### config.mk
export PLATFORM = sky130hd
export DESIGN_NAME = mem_resp_stage
export DESIGN_NICKNAME = d
export VERILOG_FILES = /design/src/mem_pkg.sv /design/src/mem_resp_stage.sv
export VERILOG_INCLUDE_DIRS = /design/src /design/src/src
export SDC_FILE = /design/constraint.sdc
export NUM_CORES = 1
export LEC_CHECK = 0
export BUFFER_PORTS_ARGS = -buffer_cell sky130_fd_sc_hd__buf_2
export CORE_MARGIN = 2
export CORE_UTILIZATION = 32
export DETAILED_ROUTE_END_ITERATION = 16
export GPL_TIMING_DRIVEN = 1
export PLACE_DENSITY_LB_ADDON = 0.3
export SLEW_MARGIN = 20
export SYNTH_ARGS = -nofsm -noshare
export SYNTH_HDL_FRONTEND = slang
export SYNTH_SLANG_ARGS = --single-unit
### constraint.sdc
create_clock -name mem_clk -period 1.25 [get_ports mem_clk]
set_clock_uncertainty 0.2 [all_clocks]
set_input_delay 0.0625 -clock mem_clk [delete_from_list [all_inputs] [get_ports mem_clk]]
set_output_delay 0.0625 -clock mem_clk [all_outputs]
set_load 0.1 [all_outputs]
### src/mem_cfg.svh
// Memory server configuration
`ifndef MEM_CFG_SVH
`define MEM_CFG_SVH

// --------------------------------------------------------------------
// Storage geometry
// --------------------------------------------------------------------

// Word address width
// 10 bits gives 1024 words, 4 KB in total
// Byte address bits [1:0] select a lane and are not used here
// Bits at or above 2 + this width are dropped, so high addresses alias
`define MEM_WORD_ADDR_BITS 10

// --------------------------------------------------------------------
// Message fields
// --------------------------------------------------------------------

// Opaque tag width
// Carried through untouched from request to response
`define MEM_OPAQUE_BITS 8

`endif

### src/mem_pkg.sv
// Memory server message types
`include "mem_cfg.svh"

package mem_pkg;

  // ------------------------------------------------------------------
  // Operation and data word
  // ------------------------------------------------------------------

  // Single bit op code
  typedef enum logic {
    MEM_OP_READ  = 1'b0,
    MEM_OP_WRITE = 1'b1
  } mem_op_e;

  // One 32-bit word, seen whole or as four byte lanes
  // Lane 0 is the least significant byte, one lane per bank
  typedef union packed {
    logic [31:0]     word;
    logic [3:0][7:0] lane;
  } mem_data_u;

  // ------------------------------------------------------------------
  // Messages
  // ------------------------------------------------------------------

  // Request from the client
  typedef struct packed {
    mem_op_e                     op;
    logic [`MEM_OPAQUE_BITS-1:0] opaque;
    logic [1:0]                  origin;
    logic [31:0]                 addr;
    logic [3:0]                  byte_mask;
    mem_data_u                   data;
  } mem_req_t;

  // Response to the client, data holds the word as read
  typedef struct packed {
    mem_op_e                     op;
    logic [`MEM_OPAQUE_BITS-1:0] opaque;
    logic [1:0]                  origin;
    logic [31:0]                 addr;
    logic [3:0]                  byte_mask;
    mem_data_u                   data;
  } mem_resp_t;

  // Metadata carried from the request stage to the response stage
  typedef struct packed {
    mem_op_e                     op;
    logic [`MEM_OPAQUE_BITS-1:0] opaque;
    logic [1:0]                  origin;
    logic [31:0]                 addr;
    logic [3:0]                  byte_mask;
  } mem_meta_t;

  // Command to the bank array
  typedef struct packed {
    logic                           rd_en;
    logic [3:0]                     wr_mask;
    logic [`MEM_WORD_ADDR_BITS-1:0] word_addr;
    mem_data_u                      wdata;
  } mem_bank_cmd_t;

endpackage

### src/mem_resp_stage.sv
// Memory server response stage
`timescale 1ns/1ps

module mem_resp_stage
  import mem_pkg::*;
(
  input  logic      mem_clk,
  input  logic      rst,
  // Read/write handoff from the request stage
  input  logic      rw_val,
  output logic      rw_rdy,
  input  mem_meta_t rw_meta,
  // Held read word from the banks
  input  mem_data_u bank_rdata,
  // Client response handshake
  output logic      resp_val,
  input  logic      resp_rdy,
  output mem_resp_t resp
);

  logic      valid_q;
  mem_meta_t meta_q;
  logic      rw_xfer;
  logic      resp_xfer;

  // --------------------------------------------------------------------
  // Handshakes
  // --------------------------------------------------------------------

  assign rw_xfer   = rw_val & rw_rdy;
  assign resp_xfer = valid_q & resp_rdy;

  // Open when empty, or when the client drains us this cycle
  assign rw_rdy   = !valid_q | resp_rdy;
  assign resp_val = valid_q;

  // --------------------------------------------------------------------
  // Response register
  // --------------------------------------------------------------------

  // Valid bit, a new load wins over a drain
  always_ff @(posedge mem_clk) begin
    if (rst) begin
      valid_q <= 1'b0;
    end else if (rw_xfer) begin
      valid_q <= 1'b1;
    end else if (resp_xfer) begin
      valid_q <= 1'b0;
    end
  end

  // Metadata, loaded on the same edge the banks capture the old word
  always_ff @(posedge mem_clk) begin
    if (rw_xfer) begin
      meta_q <= rw_meta;
    end
  end

  // --------------------------------------------------------------------
  // Response message
  // --------------------------------------------------------------------

  // Bank read register holds while we stall, so data needs no copy here
  assign resp = '{
    op:        meta_q.op,
    opaque:    meta_q.opaque,
    origin:    meta_q.origin,
    addr:      meta_q.addr,
    byte_mask: meta_q.byte_mask,
    data:      bank_rdata
  };

endmodule

; ---- Word level (Yosys, flattened, before mapping)
; Cells that the tools add are included.
[op_classes]
addsub = 0
n_mul = 0
div = 0
magnitude_cmp = 0
eq_ne = 0
shift = 0
muxes = 2
n_bitwise = 3
reduce_logical = 2
[ops]
columns = op, count
row1 = AND 1 bit, 2
row2 = 2-to-1 mux 1 bit, 2
row3 = nonzero test 2 bit, 1
row4 = logical NOT 1 bit, 1
row5 = OR 1 bit, 1
[word_totals]
register_bits = 48
latchBits = 0
ramBits = 0
romBits = 0
input_bits = 83
out_inout_bits = 81
elab_cells = 13
n_memories = 0

; ---- Depth between registers and ports, before layout
[depth]
ltp_word = 4
ltp_mapped = 2
mapped_depth_nobuf = 2

; ---- Least setup slack after synthesis
; OpenSTA, ideal clock, no wires.
[synth_path]
path_kind = reg-to-reg
start = register valid_q (netlist: resp_val)
end = register meta_q, in the netlist resp[32], enable pin
setup_ps = 298
t_arrival_ps = 1788
required_time_ps = 752
path_slack_ps = -1036
stages_incl_launch_ff = 3
path_buffers = 0
period_less_slack_ps = 2286
cell_sequence = dfxtp_1 -> nand2b_4 -> and2_4
[synth_via]
elab_chain_len = 3
[synth_lines]
columns = item, line_no
row1 = "start, declared", mem_resp_stage.sv:21  ; logic valid_q;
row2 = "start signal, assigned", mem_resp_stage.sv:44  ; valid_q <= 1'b0;
row3 = "start signal, assigned", mem_resp_stage.sv:46  ; valid_q <= 1'b1;
row4 = "start signal, assigned", mem_resp_stage.sv:48  ; valid_q <= 1'b0;
row5 = logical NOT 1 bit, mem_resp_stage.sv:34  ; assign rw_rdy = !valid_q | resp_rdy;
row6 = OR 1 bit, mem_resp_stage.sv:34
row7 = net rw_rdy, mem_resp_stage.sv:11  ; output logic rw_rdy,
row8 = AND 1 bit, mem_resp_stage.sv:30  ; assign rw_xfer = rw_val & rw_rdy;
row9 = net rw_xfer, mem_resp_stage.sv:23  ; logic rw_xfer;
row10 = "end signal, assigned", mem_resp_stage.sv:55  ; meta_q <= rw_meta;
row11 = "end, declared", mem_resp_stage.sv:22  ; mem_meta_t meta_q;
; The timed path passes the listed nets, and every way through them passes these cells.
; A chain may end at the register's enable or synchronous reset.

; ---- Final worst setup path
[layout_path]
start = register valid_q (netlist: resp_val)
end = register meta_q, in the netlist resp[47], enable pin
[layout_via]
elab_chain_len = 3
[layout_lines]
columns = item, line_no
row1 = logical NOT 1 bit, mem_resp_stage.sv:34
row2 = OR 1 bit, mem_resp_stage.sv:34
row3 = AND 1 bit, mem_resp_stage.sv:30
row4 = net rw_xfer, mem_resp_stage.sv:23
; The timed path passes the listed nets, and every way through them passes these cells.

==> flow_metrics.env <==
export IMPL_die_x_um=77.0
export IMPL_h_tree_depth=2
export IMPL_post_drt_wl_per_cell_um=15.7
export IMPL_clockBufferDepth=2
export IMPL_critical_path_slowest_cell="dfxtp_4"
export IMPL_netlist_area_mm2=0.00171
export IMPL_die_h_um=77.0
export IMPL_dieArea_mm2=0.00593
export IMPL_initial_core_util_pct=33.2
export IMPL_seq_area_mm2=0.00144
export IMPL_synth_top_cell_area_share_pct=82.7
export IMPL_failed_checks="negative hold slack, negative setup slack"
export IMPL_ff2ff_path_depth=3
export IMPL_ctsHoldBuffers=49
export IMPL_powerDensity_mw_per_mm2=1260
export IMPL_drive_above_1_share_pct=54.7
export IMPL_max_stage_delay_ns=0.36
export IMPL_required_ns=1.06
export IMPL_yosys_area_top_type="edfxtp_1"
export IMPL_worstSetupStartpointType="register"
export IMPL_drt_wl_total_mm=4.47
export IMPL_ctsRootBufferMaster="clkbuf_8"
export IMPL_use_met1_pct=15.2
export IMPL_synthDistinctLibCells=7
export IMPL_rsz0062_at_grt="yes"
export IMPL_power_leakage_nw=1.44
export IMPL_clk_pin_slew_ns=0.09
export IMPL_grt_pass1_vias=1354
export IMPL_tightest_slew_ns=0.145
export IMPL_dp_cells=226
export IMPL_syn_mean_instance_area_um2=20.3
export IMPL_setup_viol=27
export IMPL_critical_path_class="register to register"
export IMPL_grt_busiest_layer="met2"
export IMPL_grt_pass1_wl_mm=7.04
export IMPL_timing_fmax_ghz=0.783
export IMPL_globalRoute_totalOverflow=0
export IMPL_n_antenna_cell=0
export IMPL_first_iter_violations=49
export IMPL_reg2reg_slack_ns=-0.03
export IMPL_antenna_found_initial=0
export IMPL_grt_usage_pct=15.9
export IMPL_slew_violations=0
export IMPL_multiInputGateArea_um2=31.3
export IMPL_hold_path_depth=0
export IMPL_io_buffers=99
export IMPL_fin_crit_sh_pct=102
export IMPL_critPathMaxFanout=20
export IMPL_min_delay_path_class="input port to output pin"
export IMPL_grt_max_degree=21
export IMPL_firstDrtPassIters=4
export IMPL_ys_ff_latch=48
export IMPL_syn2layout_area_growth_pct=104
export IMPL_vias=1177
export IMPL_cp_arrival_ns=1.08
export IMPL_min_to="resp[0]"
export IMPL_cts_tree="done"
export IMPL_cts_made_buffers=5
export IMPL_yosysWarnings=0
export IMPL_gp_congestion=0.725
export IMPL_io_pins=164
export IMPL_synth_area_leaders="edfxtp_1 (83%), buf_4 (14%), dfxtp_1 (1.2%), nand2b_4 (0.81%), a21oi_2 (0.51%)"
export IMPL_endpoint_kind="register"
export IMPL_rows=26
export IMPL_ir_worst_vdd_mv=0.907
export IMPL_reg2reg_to="resp[47]"
export IMPL_final_common_cell="buf_12"
export IMPL_layout_common_cells="buf_12 (52), buf_2 (50), dlygate4sd3_1 (49)"
export IMPL_instances_no_fill=284
export IMPL_maxCapViolCount=0
export IMPL_min_delay_start="bank_rdata[0]"
export IMPL_final_min_clock_period_ns=1.28
export IMPL_clock_sinks=48
export IMPL_gr_usage_met2_pct=29.9
export IMPL_synth_nets=167
export IMPL_syn_inst=84
export IMPL_clk_latency_ns=0.29
export IMPL_finalPower_mw=4.40
export IMPL_place_ws_ns=-0.00164
export IMPL_viasPerCell=4.14
export IMPL_path_cells="nand2b_4, and2_4, buf_12"
export IMPL_cp_startpoint="resp_val"
export IMPL_ant_nets=0
export IMPL_ys_seq_area_share_pct=83.9
export IMPL_drc=0
export IMPL_reg2reg_from="resp_val"
export IMPL_status="finished with violations"
export IMPL_final_core_utilization_pct=67.7
export IMPL_maxSlewHeadroom_pct=90.4
export IMPL_core_area_mm2=0.00514
export IMPL_n_fill_cell=366
export IMPL_use_met3_pct=5.29
export IMPL_hold_viol=32
export IMPL_hold_ws_ns=-0.0750
export IMPL_final_nets=296
export IMPL_fin_ws_ns=-0.0264
[worst max-delay path by stage]
stage	end	slack, ns	cells after the start
after floorplan	resp[32]	-0.57	2
after global placement	resp[42]	0.01	3
after detailed placement	resp[55]	-0.002	3
after CTS	resp[58]	-0.02	3
after global routing	resp[47]	-0.06	3
final	resp[47]	-0.03	3
[cell usage after synthesis]
cell,number
dfxtp_1,1
nand2b_4,1
buf_4,32
a21oi_2,1
edfxtp_1,47
inv_1,1
and2_4,1
[through the flow]
stage / setup TNS, ns / cell area, um^2
finish: -0.425 / 3480
global route: -1.90 / 3480
CTS: -0.491 / 3470
detailed placement: -0.0207 / 2860
global placement: 0 / 2860
floorplan: -26.99 / 1710
[logic make-up after synthesis]
logic type,after synthesis,synth area share (%)
AOI/OAI and AO/OA,1,0.513
DFF,48,83.9
buffers and inverters,33,14.3
and+or+nand+nor,2,1.32
[power breakdown]
part	switching, mW	internal [mW]
logic	0.797	0.525
clock network	0.515	0.602
registers	0.0759	1.88
[registers in the layout, summed over array words and instances (netlist names)]
signal and flops:
resp_val 1, resp 47
[cell type report]
cell class | instances | area share [%]
Clock inverter | 3 | 1.33
Multi-Input combinational cell | 3 | 0.899
Clock buffer | 5 | 1.98
Inverter | 1 | 0.108
Timing Repair Buffer | 154 | 51.9
Tap cell | 70 | 2.52
Sequential cell | 48 | 41.2
[what timing repair did]
action,4_1_cts,5_1_grt
resized for setup,1,0
endpoints found under the hold margin,80,32
setup buffers,0,1
endpoints found under the setup margin,21,49
[layer usage]
layer | vias up | share of wire (%)
met1 | 561 | 31
li1 | 526 | -
met4 | 0 | 3.2
met2 | 62 | 58
met3 | 28 | 8.0
met5 | - | 0
[critical path, delay by kind of cell, from the launching register on]
kind / cells / cell delay (ns)
buffers and inverters: 1 / 0.17
AND/OR/NAND/NOR: 2 / 0.26
flip-flops: 1 / 0.36
Note: power is estimated with default switching activity, not from simulation.
