**config.mk**
```make
export PLATFORM = sky130hd
export DESIGN_NAME = mem_req_stage
export DESIGN_NICKNAME = d
export VERILOG_FILES = /design/src/mem_pkg.sv /design/src/mem_req_stage.sv
export VERILOG_INCLUDE_DIRS = /design/src /design/src/src
export SDC_FILE = /design/constraint.sdc
export NUM_CORES = 1
export LEC_CHECK = 0
export BUFFER_PORTS_ARGS = -buffer_cell sky130_fd_sc_hd__buf_2
export CORE_AREA = 5 5 112 88
export DETAILED_ROUTE_END_ITERATION = 10
export DIE_AREA = 0 0 117 93
export GPL_TIMING_DRIVEN = 0
export PLACE_DENSITY = 0.76
export SLEW_MARGIN = 20
export SYNTH_ARGS = -nofsm -noshare
export SYNTH_HDL_FRONTEND = slang
export SYNTH_SLANG_ARGS = --single-unit
export TNS_END_PERCENT = 20
```
**constraint.sdc**
```tcl
create_clock -name mem_clk -period 4.8 [get_ports mem_clk]
set_input_delay 0.96 -clock mem_clk [delete_from_list [all_inputs] [get_ports mem_clk]]
set_output_delay 0.96 -clock mem_clk [all_outputs]
set_load 0.05 [all_outputs]
```
**src/mem_cfg.svh**
```systemverilog
// Memory server configuration
`ifndef MEM_CFG_SVH
`define MEM_CFG_SVH

// --------------------------------------------------------------------
// Storage geometry
// --------------------------------------------------------------------

// Word address width
// 10 bits gives 1024 words, 4 KB in total
// Byte address bits [1:0] select a lane and are not used here
// Bits at or above 2 + this width are dropped, so high addresses alias
`define MEM_WORD_ADDR_BITS 10

// --------------------------------------------------------------------
// Message fields
// --------------------------------------------------------------------

// Opaque tag width
// Carried through untouched from request to response
`define MEM_OPAQUE_BITS 8

`endif

```
**src/mem_pkg.sv**
```systemverilog
// Memory server message types
`include "mem_cfg.svh"

package mem_pkg;

  // ------------------------------------------------------------------
  // Operation and data word
  // ------------------------------------------------------------------

  // Single bit op code
  typedef enum logic {
    MEM_OP_READ  = 1'b0,
    MEM_OP_WRITE = 1'b1
  } mem_op_e;

  // One 32-bit word, seen whole or as four byte lanes
  // Lane 0 is the least significant byte, one lane per bank
  typedef union packed {
    logic [31:0]     word;
    logic [3:0][7:0] lane;
  } mem_data_u;

  // ------------------------------------------------------------------
  // Messages
  // ------------------------------------------------------------------

  // Request from the client
  typedef struct packed {
    mem_op_e                     op;
    logic [`MEM_OPAQUE_BITS-1:0] opaque;
    logic [1:0]                  origin;
    logic [31:0]                 addr;
    logic [3:0]                  byte_mask;
    mem_data_u                   data;
  } mem_req_t;

  // Response to the client, data holds the word as read
  typedef struct packed {
    mem_op_e                     op;
    logic [`MEM_OPAQUE_BITS-1:0] opaque;
    logic [1:0]                  origin;
    logic [31:0]                 addr;
    logic [3:0]                  byte_mask;
    mem_data_u                   data;
  } mem_resp_t;

  // Metadata carried from the request stage to the response stage
  typedef struct packed {
    mem_op_e                     op;
    logic [`MEM_OPAQUE_BITS-1:0] opaque;
    logic [1:0]                  origin;
    logic [31:0]                 addr;
    logic [3:0]                  byte_mask;
  } mem_meta_t;

  // Command to the bank array
  typedef struct packed {
    logic                           rd_en;
    logic [3:0]                     wr_mask;
    logic [`MEM_WORD_ADDR_BITS-1:0] word_addr;
    mem_data_u                      wdata;
  } mem_bank_cmd_t;

endpackage

```
**src/mem_req_stage.sv**
```systemverilog
// Memory server request stage
`timescale 1ns/1ps
`include "mem_cfg.svh"

module mem_req_stage
  import mem_pkg::*;
(
  input  logic          mem_clk,
  input  logic          rst,
  // Client request handshake
  input  logic          req_val,
  output logic          req_rdy,
  input  mem_req_t      req,
  // Read/write handoff to the response stage
  output logic          rw_val,
  input  logic          rw_rdy,
  output mem_meta_t     rw_meta,
  // Bank array command
  output mem_bank_cmd_t bank_cmd
);

  logic       valid_q;
  mem_req_t   req_q;
  logic       req_xfer;
  logic       rw_xfer;
  logic [3:0] wr_mask;

  // --------------------------------------------------------------------
  // Handshakes
  // --------------------------------------------------------------------

  assign req_xfer = req_val & req_rdy;
  assign rw_xfer  = valid_q & rw_rdy;

  // Open when empty, or when the held request leaves this cycle
  assign req_rdy = !valid_q | rw_rdy;
  assign rw_val  = valid_q;

  // --------------------------------------------------------------------
  // Read/write step register
  // --------------------------------------------------------------------

  // Valid bit, a new request wins over a drain
  always_ff @(posedge mem_clk) begin
    if (rst) begin
      valid_q <= 1'b0;
    end else if (req_xfer) begin
      valid_q <= 1'b1;
    end else if (rw_xfer) begin
      valid_q <= 1'b0;
    end
  end

  // Payload
  always_ff @(posedge mem_clk) begin
    if (req_xfer) begin
      req_q <= req;
    end
  end

  // --------------------------------------------------------------------
  // Outputs
  // --------------------------------------------------------------------

  // Metadata travels on without the data word
  assign rw_meta = '{
    op:        req_q.op,
    opaque:    req_q.opaque,
    origin:    req_q.origin,
    addr:      req_q.addr,
    byte_mask: req_q.byte_mask
  };

  // Reads never write any lane
  assign wr_mask = (req_q.op == MEM_OP_WRITE) ? req_q.byte_mask : 4'b0000;

  always_comb begin
    // Bank access only on the handoff cycle
    bank_cmd.rd_en     = rw_xfer;
    bank_cmd.wr_mask   = wr_mask;
    // Drop lane bits and everything above the word address
    bank_cmd.word_addr = req_q.addr[2 +: `MEM_WORD_ADDR_BITS];
    // Disabled lanes go out as zero
    for (int i = 0; i < 4; i++) begin
      bank_cmd.wdata.lane[i] = wr_mask[i] ? req_q.data.lane[i] : 8'h00;
    end
  end

endmodule

```
* Word-level counts from Yosys, hierarchy flattened
Index checks and enable logic that the tools add are counted.
** Word-level totals
- Bits in registers :: 80
- Input bits :: 83
- Output and inout port bits :: 96
- Word-level logic and storage cells :: 19
** Cells by class
- Multiplexer cells :: 7
- Bitwise logic cells :: 3
- Reduce and logical (&&, ||, !) cells :: 2
** Operators with widths (count)
- $mux 8 :: 4
- $mux 4 :: 1
- $and 1x1->1 :: 2
- $mux 1 :: 2
- $reduce_bool 2->1 :: 1
- $logic_not 1->1 :: 1
- $or 1x1->1 :: 1

* Logic depth before layout (Yosys ltp)
Gate-level depths: netlist (run 1).
- Word-level depth :: 4
- Gate-level depth with buffers :: 2
- Depth with buffers taken out :: 2

* Worst setup path before layout (run 1)
OpenSTA, ideal clock, no wires.
- Path kind :: in2reg
- Start :: in rw_rdy
- End :: reg req_q (netlist bit bank_cmd[32]), enable pin
- Setup time :: 0.446 ns
- Data arrival time :: 3.345 ns
- Required time :: 4.354 ns
- Path slack :: 1.009 ns
- Stages :: 2
- Path buffers :: 0
- Cell sequence :: nand2b_1 -> and2_1
** On the way
- Word-level cells in the longest chain between the ends :: 2
** Ends and longest elaborated chain
- from (decl) :: line mem_req_stage.sv:16 : input logic rw_rdy,
- $or 1x1->1 :: line mem_req_stage.sv:36 : assign req_rdy = !valid_q | rw_rdy;
- $and 1x1->1 :: line mem_req_stage.sv:32 : assign req_xfer = req_val & req_rdy;
- via req_xfer :: line mem_req_stage.sv:24 : logic req_xfer;
- to (signal assigned) :: line mem_req_stage.sv:57 : req_q <= req;
- to (decl) :: line mem_req_stage.sv:23 : mem_req_t req_q;
The timed path passes the listed nets, and every way through them passes these cells.
A chain may end at the register's enable or synchronous reset.

==> results of run 1 <==
==> synthesized netlist by cell type, drive strengths merged <==
master  instances
inv             1
and2            6
edfxtp         79
a21oi           1
nand2b          1
dfxtp           1
buf            60
clkbuf          1
and3           32
==> flip-flops by register name, indices dropped and copies added, names as in the netlist <==
signal and cells:
bank_cmd 10, req_q 32, rw_meta 37, rw_val 1
==> per-layer routing <==
metal  routed length (um)  up-vias
met1                 2470      950
met2                 3420      112
met3                  921        6
met5                    0        -
met4                   57        0
li1                     -      983
==> where the power goes <==
part | switching (W) | internal [W]
registers | 0.0000164 | 0.000817
logic | 0.000203 | 0.0000932
clock network | 0.000252 | 0.000469
==> per-stage QoR <==
stage          hold WS (ns)  cells
2_1_floorplan          1.03    182
3_3_place_gp          0.501    472
3_5_place_dp          0.533    473
4_1_cts               0.545    489
5_1_grt               0.572    489
6_report              0.534    489
==> cells by family (layout without fill, tap and decap cells) <==
family	count (synthesis)	in the layout	share of synthesized area, %
flip-flops	80	80	76.8
buffers and inverters	62	257	14.6
AND/OR/NAND/NOR	39	39	8.47
AO/OA/AOI/OAI	1	1	0.160
==> final cells by class <==
type	instances	area (um^2)
Inverter	1	3.75
Sequential cell	80	2390
Fill cell	756	4220
Tap cell	112	140
Timing Repair Buffer	179	911
Clock buffer	11	243
Multi-Input combinational cell	40	272
Clock inverter	5	81.3
Buffer	61	450
==> worst reg2reg max path: cells and delay by family, from the launching register on <==
family / cells / cell delay, ns
DFF: 1 / 0.32
buffers and inverters: 1 / 0.30
and+or+nand+nor: 2 / 0.60
==> path summary, 6_finish.rpt <==
| path | from | end | slack [ns] | depth (start not counted) |
|---|---|---|---|---|
| max | rw_meta[46] | bank_cmd[19] | 2.20 | 3 |
| min | rw_val | rw_val | 0.53 | 2 |
| max reg2reg | rw_val | req_q[0] | 3.25 | 3 |
| min reg2reg | rw_val | rw_val | 0.53 | 2 |
==> qor.txt, run 1 <==
DRT iter0 DRCs = 66
Max clock buf depth = 2
routing usage on met3 = 7.18%
Critical Path AT = 1.64 ns
max-cap violations = 0
busiest grt layer = met2
drc violations = 0
Cell Rows = 30
pre-CTS setup slack = 2.32 ns
CTS Buf Count = 9
Fin. Hold Viols = 0
Req. time, crit path = 3.84 ns
Ys Warns = 0
height of the die = 93 um
critical path type = register to output port
first-pass GRT wire length = 10.3 mm
Syn Nets = 265
post-cts resize count = 0
final wirelength = 6.86 mm
Overflow after GRT = 0
ANT nets after route = 0
CTS tree = built
share of the synthesized area in the top cell type = 76.1%
Syn Inst Count = 182
Max Fclk = 0.385 GHz
post-route cell area = 4490 um^2
Synth area leader = edfxtp_1
post-CTS setup buffers = 0
post-synth cell types = 12
H-tree Lvls = 3
TNS Setup = 0 ns
status = finished clean
chip width = 117 um
Tot Pwr = 0.00185 W
Hold Buf Count CTS = 0
ratio of final minimum period to clock period = 54.1%
vias = 2,051
register bit total from synthesis = 80
final setup fails = 0
routability cong. = 0.690
Clock transition at path regs = 0.06 ns
met2 usage = 21.3%
post-synthesis sequential area ratio = 76.8%
critical path capture point type = output port
clock root buffer = clkbuf_16
Max Transition Viols Final = 0
Area growth syn-to-layout = 44.2%
Slowest-stage cell, CP = edfxtp_1
largest net degree at the start of global routing = 41
worst slew pin tran = 0.539 ns
CP Buf/Inv Count = 2
HPWL reported at the end of detailed placement = 5.28 mm
Static Leak = 2.18 nW
die area = 10,900 um^2
share of post-route cells with drive strength above 1 = 72.1%
GRT Total Usage = 12.6%
delay-heaviest family, CP = flip-flops
wire length per cell = 14.0 um
placed instance area = 4170 um^2
commonest cells after routing, fill and taps aside = 180 x buf_2, 79 x edfxtp_1, 58 x buf_4
critical path cell sequence = clkbuf_2 -> and3_2 -> buf_2
clk sinks = 80
vias in the first global route = 2,100
initial antenna violation count = 0
CP max FO = 10
setup repair after global routing missed its margin = false
Via-to-Cell Ratio = 4.19
met1 usage = 13.5%
Setup crit start kind = register
final core utilization = 51.6%
port bufs = 178
core area = 8710 um^2
min Tclk post-route = 2.60 ns
io pins = 179
syn_area_per_cell = 17.1 um^2
Worst path max stage delay = 0.58 ns
Cell Pwr Density = 412 nW/um^2
DR pass1 iterations = 4
synthesized area = 3120 um^2
ANT cells = 0
worst hold-check path type = register to register
Peak VDD IR = 213 uV
PnR worst setup slack = 2.20 ns
Area contributors post-synth = edfxtp_1 76%, buf_4 14%, and3_1 4.0%
clock latency on the worst-skew pair = 0.32 ns
most common cell after layout, fill and taps aside = buf_2
Final Skew = 0.00548 ns
nets = 455
Initial Util = 35.8%
Slew HR = 64.0%
Power figures use the tool's default switching activity.
==> run 2: changes to the inputs <==
- clock period: 4.8 -> 2.5 ns (I/O delays scaled with it)
==> qor.txt, run 2 (synthesis results as in run 1) <==
status = finished clean
Initial Util = 35.8%
wire length per cell = 14.3 um
final cell count without fillers = 488
nets = 454
port bufs = 178
ANT cells = 0
CP max FO = 10
final setup fails = 0
R2R setup slack = 0.82 ns
critical path capture point type = output port
pre-CTS setup slack = 0.505 ns
Final Skew = 0.00806 ns
max-cap violations = 0
Peak VDD IR = 416 uV
post-CTS setup buffers = 0
Tot Pwr = 0.00342 W
top routing layer in use = met4
detailed route wirelength on metal2 = 3.42 mm
CTS tree = built
Static Leak = 2.15 nW
setup repair after global routing missed its margin = false
max reg flops = 37
PnR worst setup slack = 0.440 ns
height of the die = 93 um
DRT iter0 DRCs = 59
TNS Setup = 0 ns
DR WL met3 = 959 um
Clock transition at path regs = 0.06 ns
H-tree Lvls = 3
routability cong. = 0.714
DR pass1 iterations = 4
die area = 10,900 um^2
placed cells = 472
Slew HR = 32.4%
ratio of final minimum period to clock period = 82.4%
share of post-route cells with drive strength above 1 = 71.8%
commonest cells after routing, fill and taps aside = 180 x buf_2, 79 x edfxtp_1, 58 x buf_4
GRT Total Usage = 12.5%
Hold Buf Count CTS = 0
ANT nets after route = 0
Area growth syn-to-layout = 42.5%
switching part of the total = 26.3%
Max clock buf depth = 2
combinational power share = 16.5%
drc violations = 0
Req. time, crit path = 2.00 ns
vias = 2,057
worst slew pin tran = 1.01 ns
Cell Rows = 30
clock latency on the worst-skew pair = 0.32 ns
io pins = 179
chip width = 117 um
clock network power share = 36.6%
first-pass GRT wire length = 10.4 mm
post-route cell area = 4440 um^2
largest net degree at the start of global routing = 80
M1 WL = 2.52 mm
Critical Path AT = 1.56 ns
Max Transition Viols Final = 0
min Tclk post-route = 2.06 ns
fill count = 778
CTS Buf Count = 9
Setup crit start kind = register
power share of the sequential group = 46.9%
Overflow after GRT = 0
most common cell after layout, fill and taps aside = buf_2
worst hold-check path type = input pin to register
Cell Pwr Density = 769 nW/um^2
core area = 8710 um^2
critical path type = register to output port
Fin. Hold Viols = 0
P_int = 0.00252 W
initial antenna violation count = 0
clock root buffer = clkbuf_16
Max Fclk = 0.485 GHz
Via-to-Cell Ratio = 4.22
placed instance area = 4150 um^2
post-cts resize count = 0
clk sinks = 80
Sw Pwr = 0.000898 W
final wirelength = 6.96 mm
vias in the first global route = 2,159
run 2: changes by cell type in the layout (fill, tap and decap cells not counted), sizes merged:
cell	previous run	this run
clkinvlp	1	2
bufinv	2	1
buf	239	238
run 2: layout make-up:
type	instances	area (um^2)	share of cell area [%]
Clock buffer	11	233	5.24
Timing Repair Buffer	178	891	20.1
Tap cell	112	140	3.16
Inverter	1	3.75	0.0845
Multi-Input combinational cell	40	272	6.11
Sequential cell	80	2390	53.9
Clock inverter	5	58.8	1.32
Buffer	61	450	10.1
run 2: worst max-delay path: stages (launching register included):
cell      delay, ns
edfxtp_1       0.51
buf_2          0.28
and3_1         0.18
buf_2          0.26
run 2: power by group through the flow:
stage	Clock (W)	Combinational (W)	Sequential, W
finish	0.00125	0.000564	0.00160
CTS	0.00129	0.000572	0.00160
detailed placement	0	0.000571	0.00163
global route	0.00135	0.000595	0.00161
floorplan	0	0.000415	0.00162
global placement	0	0.000565	0.00163
run 2: final timing paths:
check                            startpoint      endpoint  cells after the start
worst max-delay path            rw_meta[46]  bank_cmd[23]                      3
worst min-delay path                    rst        rw_val                      2
worst max register to register       rw_val      req_q[7]                      2
worst min register to register       rw_val        rw_val                      2
run 2: per-layer routing:
metal	GRT usage, %	vias up
li1	-	982
met1	13.6	940
met2	21.3	127
met3	6.08	8
met4	4.01	0
met5	0	-
run 2: metrics by stage:
step / util (%) / hold slack, ns
floorplan: - / 0.569
global placement: 47.6 / 0.526
detailed placement: 47.6 / 0.534
CTS: 51.0 / 0.305
global route: 51.0 / 0.311
finish: 51.0 / 0.321
==> run 3: changes to the inputs <==
- clock period: 2.5 -> 2.1 ns (I/O delays scaled with it)
==> qor.txt, run 3 (synthesis results as in run 1) <==
Max clock buf depth = 2
largest net degree at the start of global routing = 80
setup repair after global routing missed its margin = false
first-pass GRT wire length = 10.4 mm
Final Skew = 0.00807 ns
Setup crit start kind = register
clk sinks = 80
port bufs = 178
DR pass1 iterations = 4
Max Transition Viols Final = 0
worst hold-check path type = input pin to register
wire length per cell = 14.2 um
clock root buffer = clkbuf_16
post-cts resize count = 0
min Tclk post-route = 1.86 ns
io pins = 179
Fin. Hold Viols = 0
drc violations = 0
core area = 8710 um^2
critical path capture point type = output port
vias in the first global route = 2,159
Cell Rows = 30
ANT nets after route = 0
routability cong. = 0.714
Max Fclk = 0.537 GHz
CTS tree = built
post-CTS setup buffers = 0
TNS Setup = 0 ns
ratio of final minimum period to clock period = 88.7%
Req. time, crit path = 1.68 ns
R2R cell count = 2
Setup crit start = rw_meta[46]
Overflow after GRT = 0
critical path type = register to output port
DRT iter0 DRCs = 62
nets = 455
share of post-route cells with drive strength above 1 = 71.9%
GRT Total Usage = 12.5%
clock latency on the worst-skew pair = 0.32 ns
height of the die = 93 um
Slew HR = 32.3%
H-tree Lvls = 3
Clock transition at path regs = 0.06 ns
Area growth syn-to-layout = 42.8%
status = finished clean
Hold Buf Count CTS = 0
max reg flops = 37
reg2reg end = req_q[7]
commonest cells after routing, fill and taps aside = 180 x buf_2, 79 x edfxtp_1, 59 x buf_4
R2R setup slack = 0.42 ns
Initial Util = 35.8%
final setup fails = 0
Static Leak = 2.15 nW
initial antenna violation count = 0
Tot Pwr = 0.00407 W
final wirelength = 6.96 mm
Hold Path Origin = rst
most common cell after layout, fill and taps aside = buf_2
max-cap violations = 0
Via-to-Cell Ratio = 4.21
die area = 10,900 um^2
worst slew pin tran = 1.02 ns
Worst Setup EP = bank_cmd[23]
Critical Path AT = 1.44 ns
CP max FO = 10
ANT cells = 0
chip width = 117 um
worst reg2reg startpoint = rw_val
CTS Buf Count = 9
Peak VDD IR = 495 uV
Cell Pwr Density = 915 nW/um^2
vias = 2,059
## run 3: cell count changes in the layout (fill, tap and decap cells not counted), sizes merged
cell / delta
buf: +1
## run 3: metrics by stage
stage	worst slack (ns)	utilization, %	hold slack [ns]	cells	area [um^2]
final	0.238	51.1	0.241	489	4450
after floorplan	0.00440	-	0.489	182	3120
after CTS	0.0416	51.0	0.225	488	4440
after global routing	0.128	51.1	0.231	489	4450
after global placement	0.216	47.6	0.526	472	4150
after detailed placement	0.185	47.6	0.534	472	4150
## run 3: layout make-up
class	count	area (um^2)
clock inverter	5	58.8
multi-input combinational	40	272
tap	112	140
sequential	80	2390
buffer	61	450
timing repair buffer	179	898
fill	778	4260
inverter	1	3.75
clock buffer	11	233
## run 3: critical path, stage by stage, from the launching register on
cell	delay, ns
edfxtp_1	0.42
buf_2	0.25
and3_1	0.18
buf_2	0.26
## run 3: report_power, final
group          internal, W  switching, W
Combinational     0.000209      0.000465
Clock             0.000920      0.000568
Sequential         0.00187     0.0000361
Total              0.00300       0.00107
## run 3: per-layer routing
layer | vias up | wire length (um) | track usage [%]
met5 | - | 0 | 0
met4 | 0 | 66 | 4.01
met3 | 8 | 958 | 6.08
met2 | 127 | 3420 | 21.3
met1 | 940 | 2510 | 13.6
li1 | 984 | - | -
## run 3: how the worst min path moves through the flow
stage	to	slack (ns)	depth (start not counted)
2_1_floorplan	rw_val	0.49	1
3_3_place_gp	rw_val	0.53	2
3_5_place_dp	rw_val	0.53	2
4_1_cts	rw_val	0.22	2
5_1_grt	rw_val	0.23	2
6_report	rw_val	0.24	2
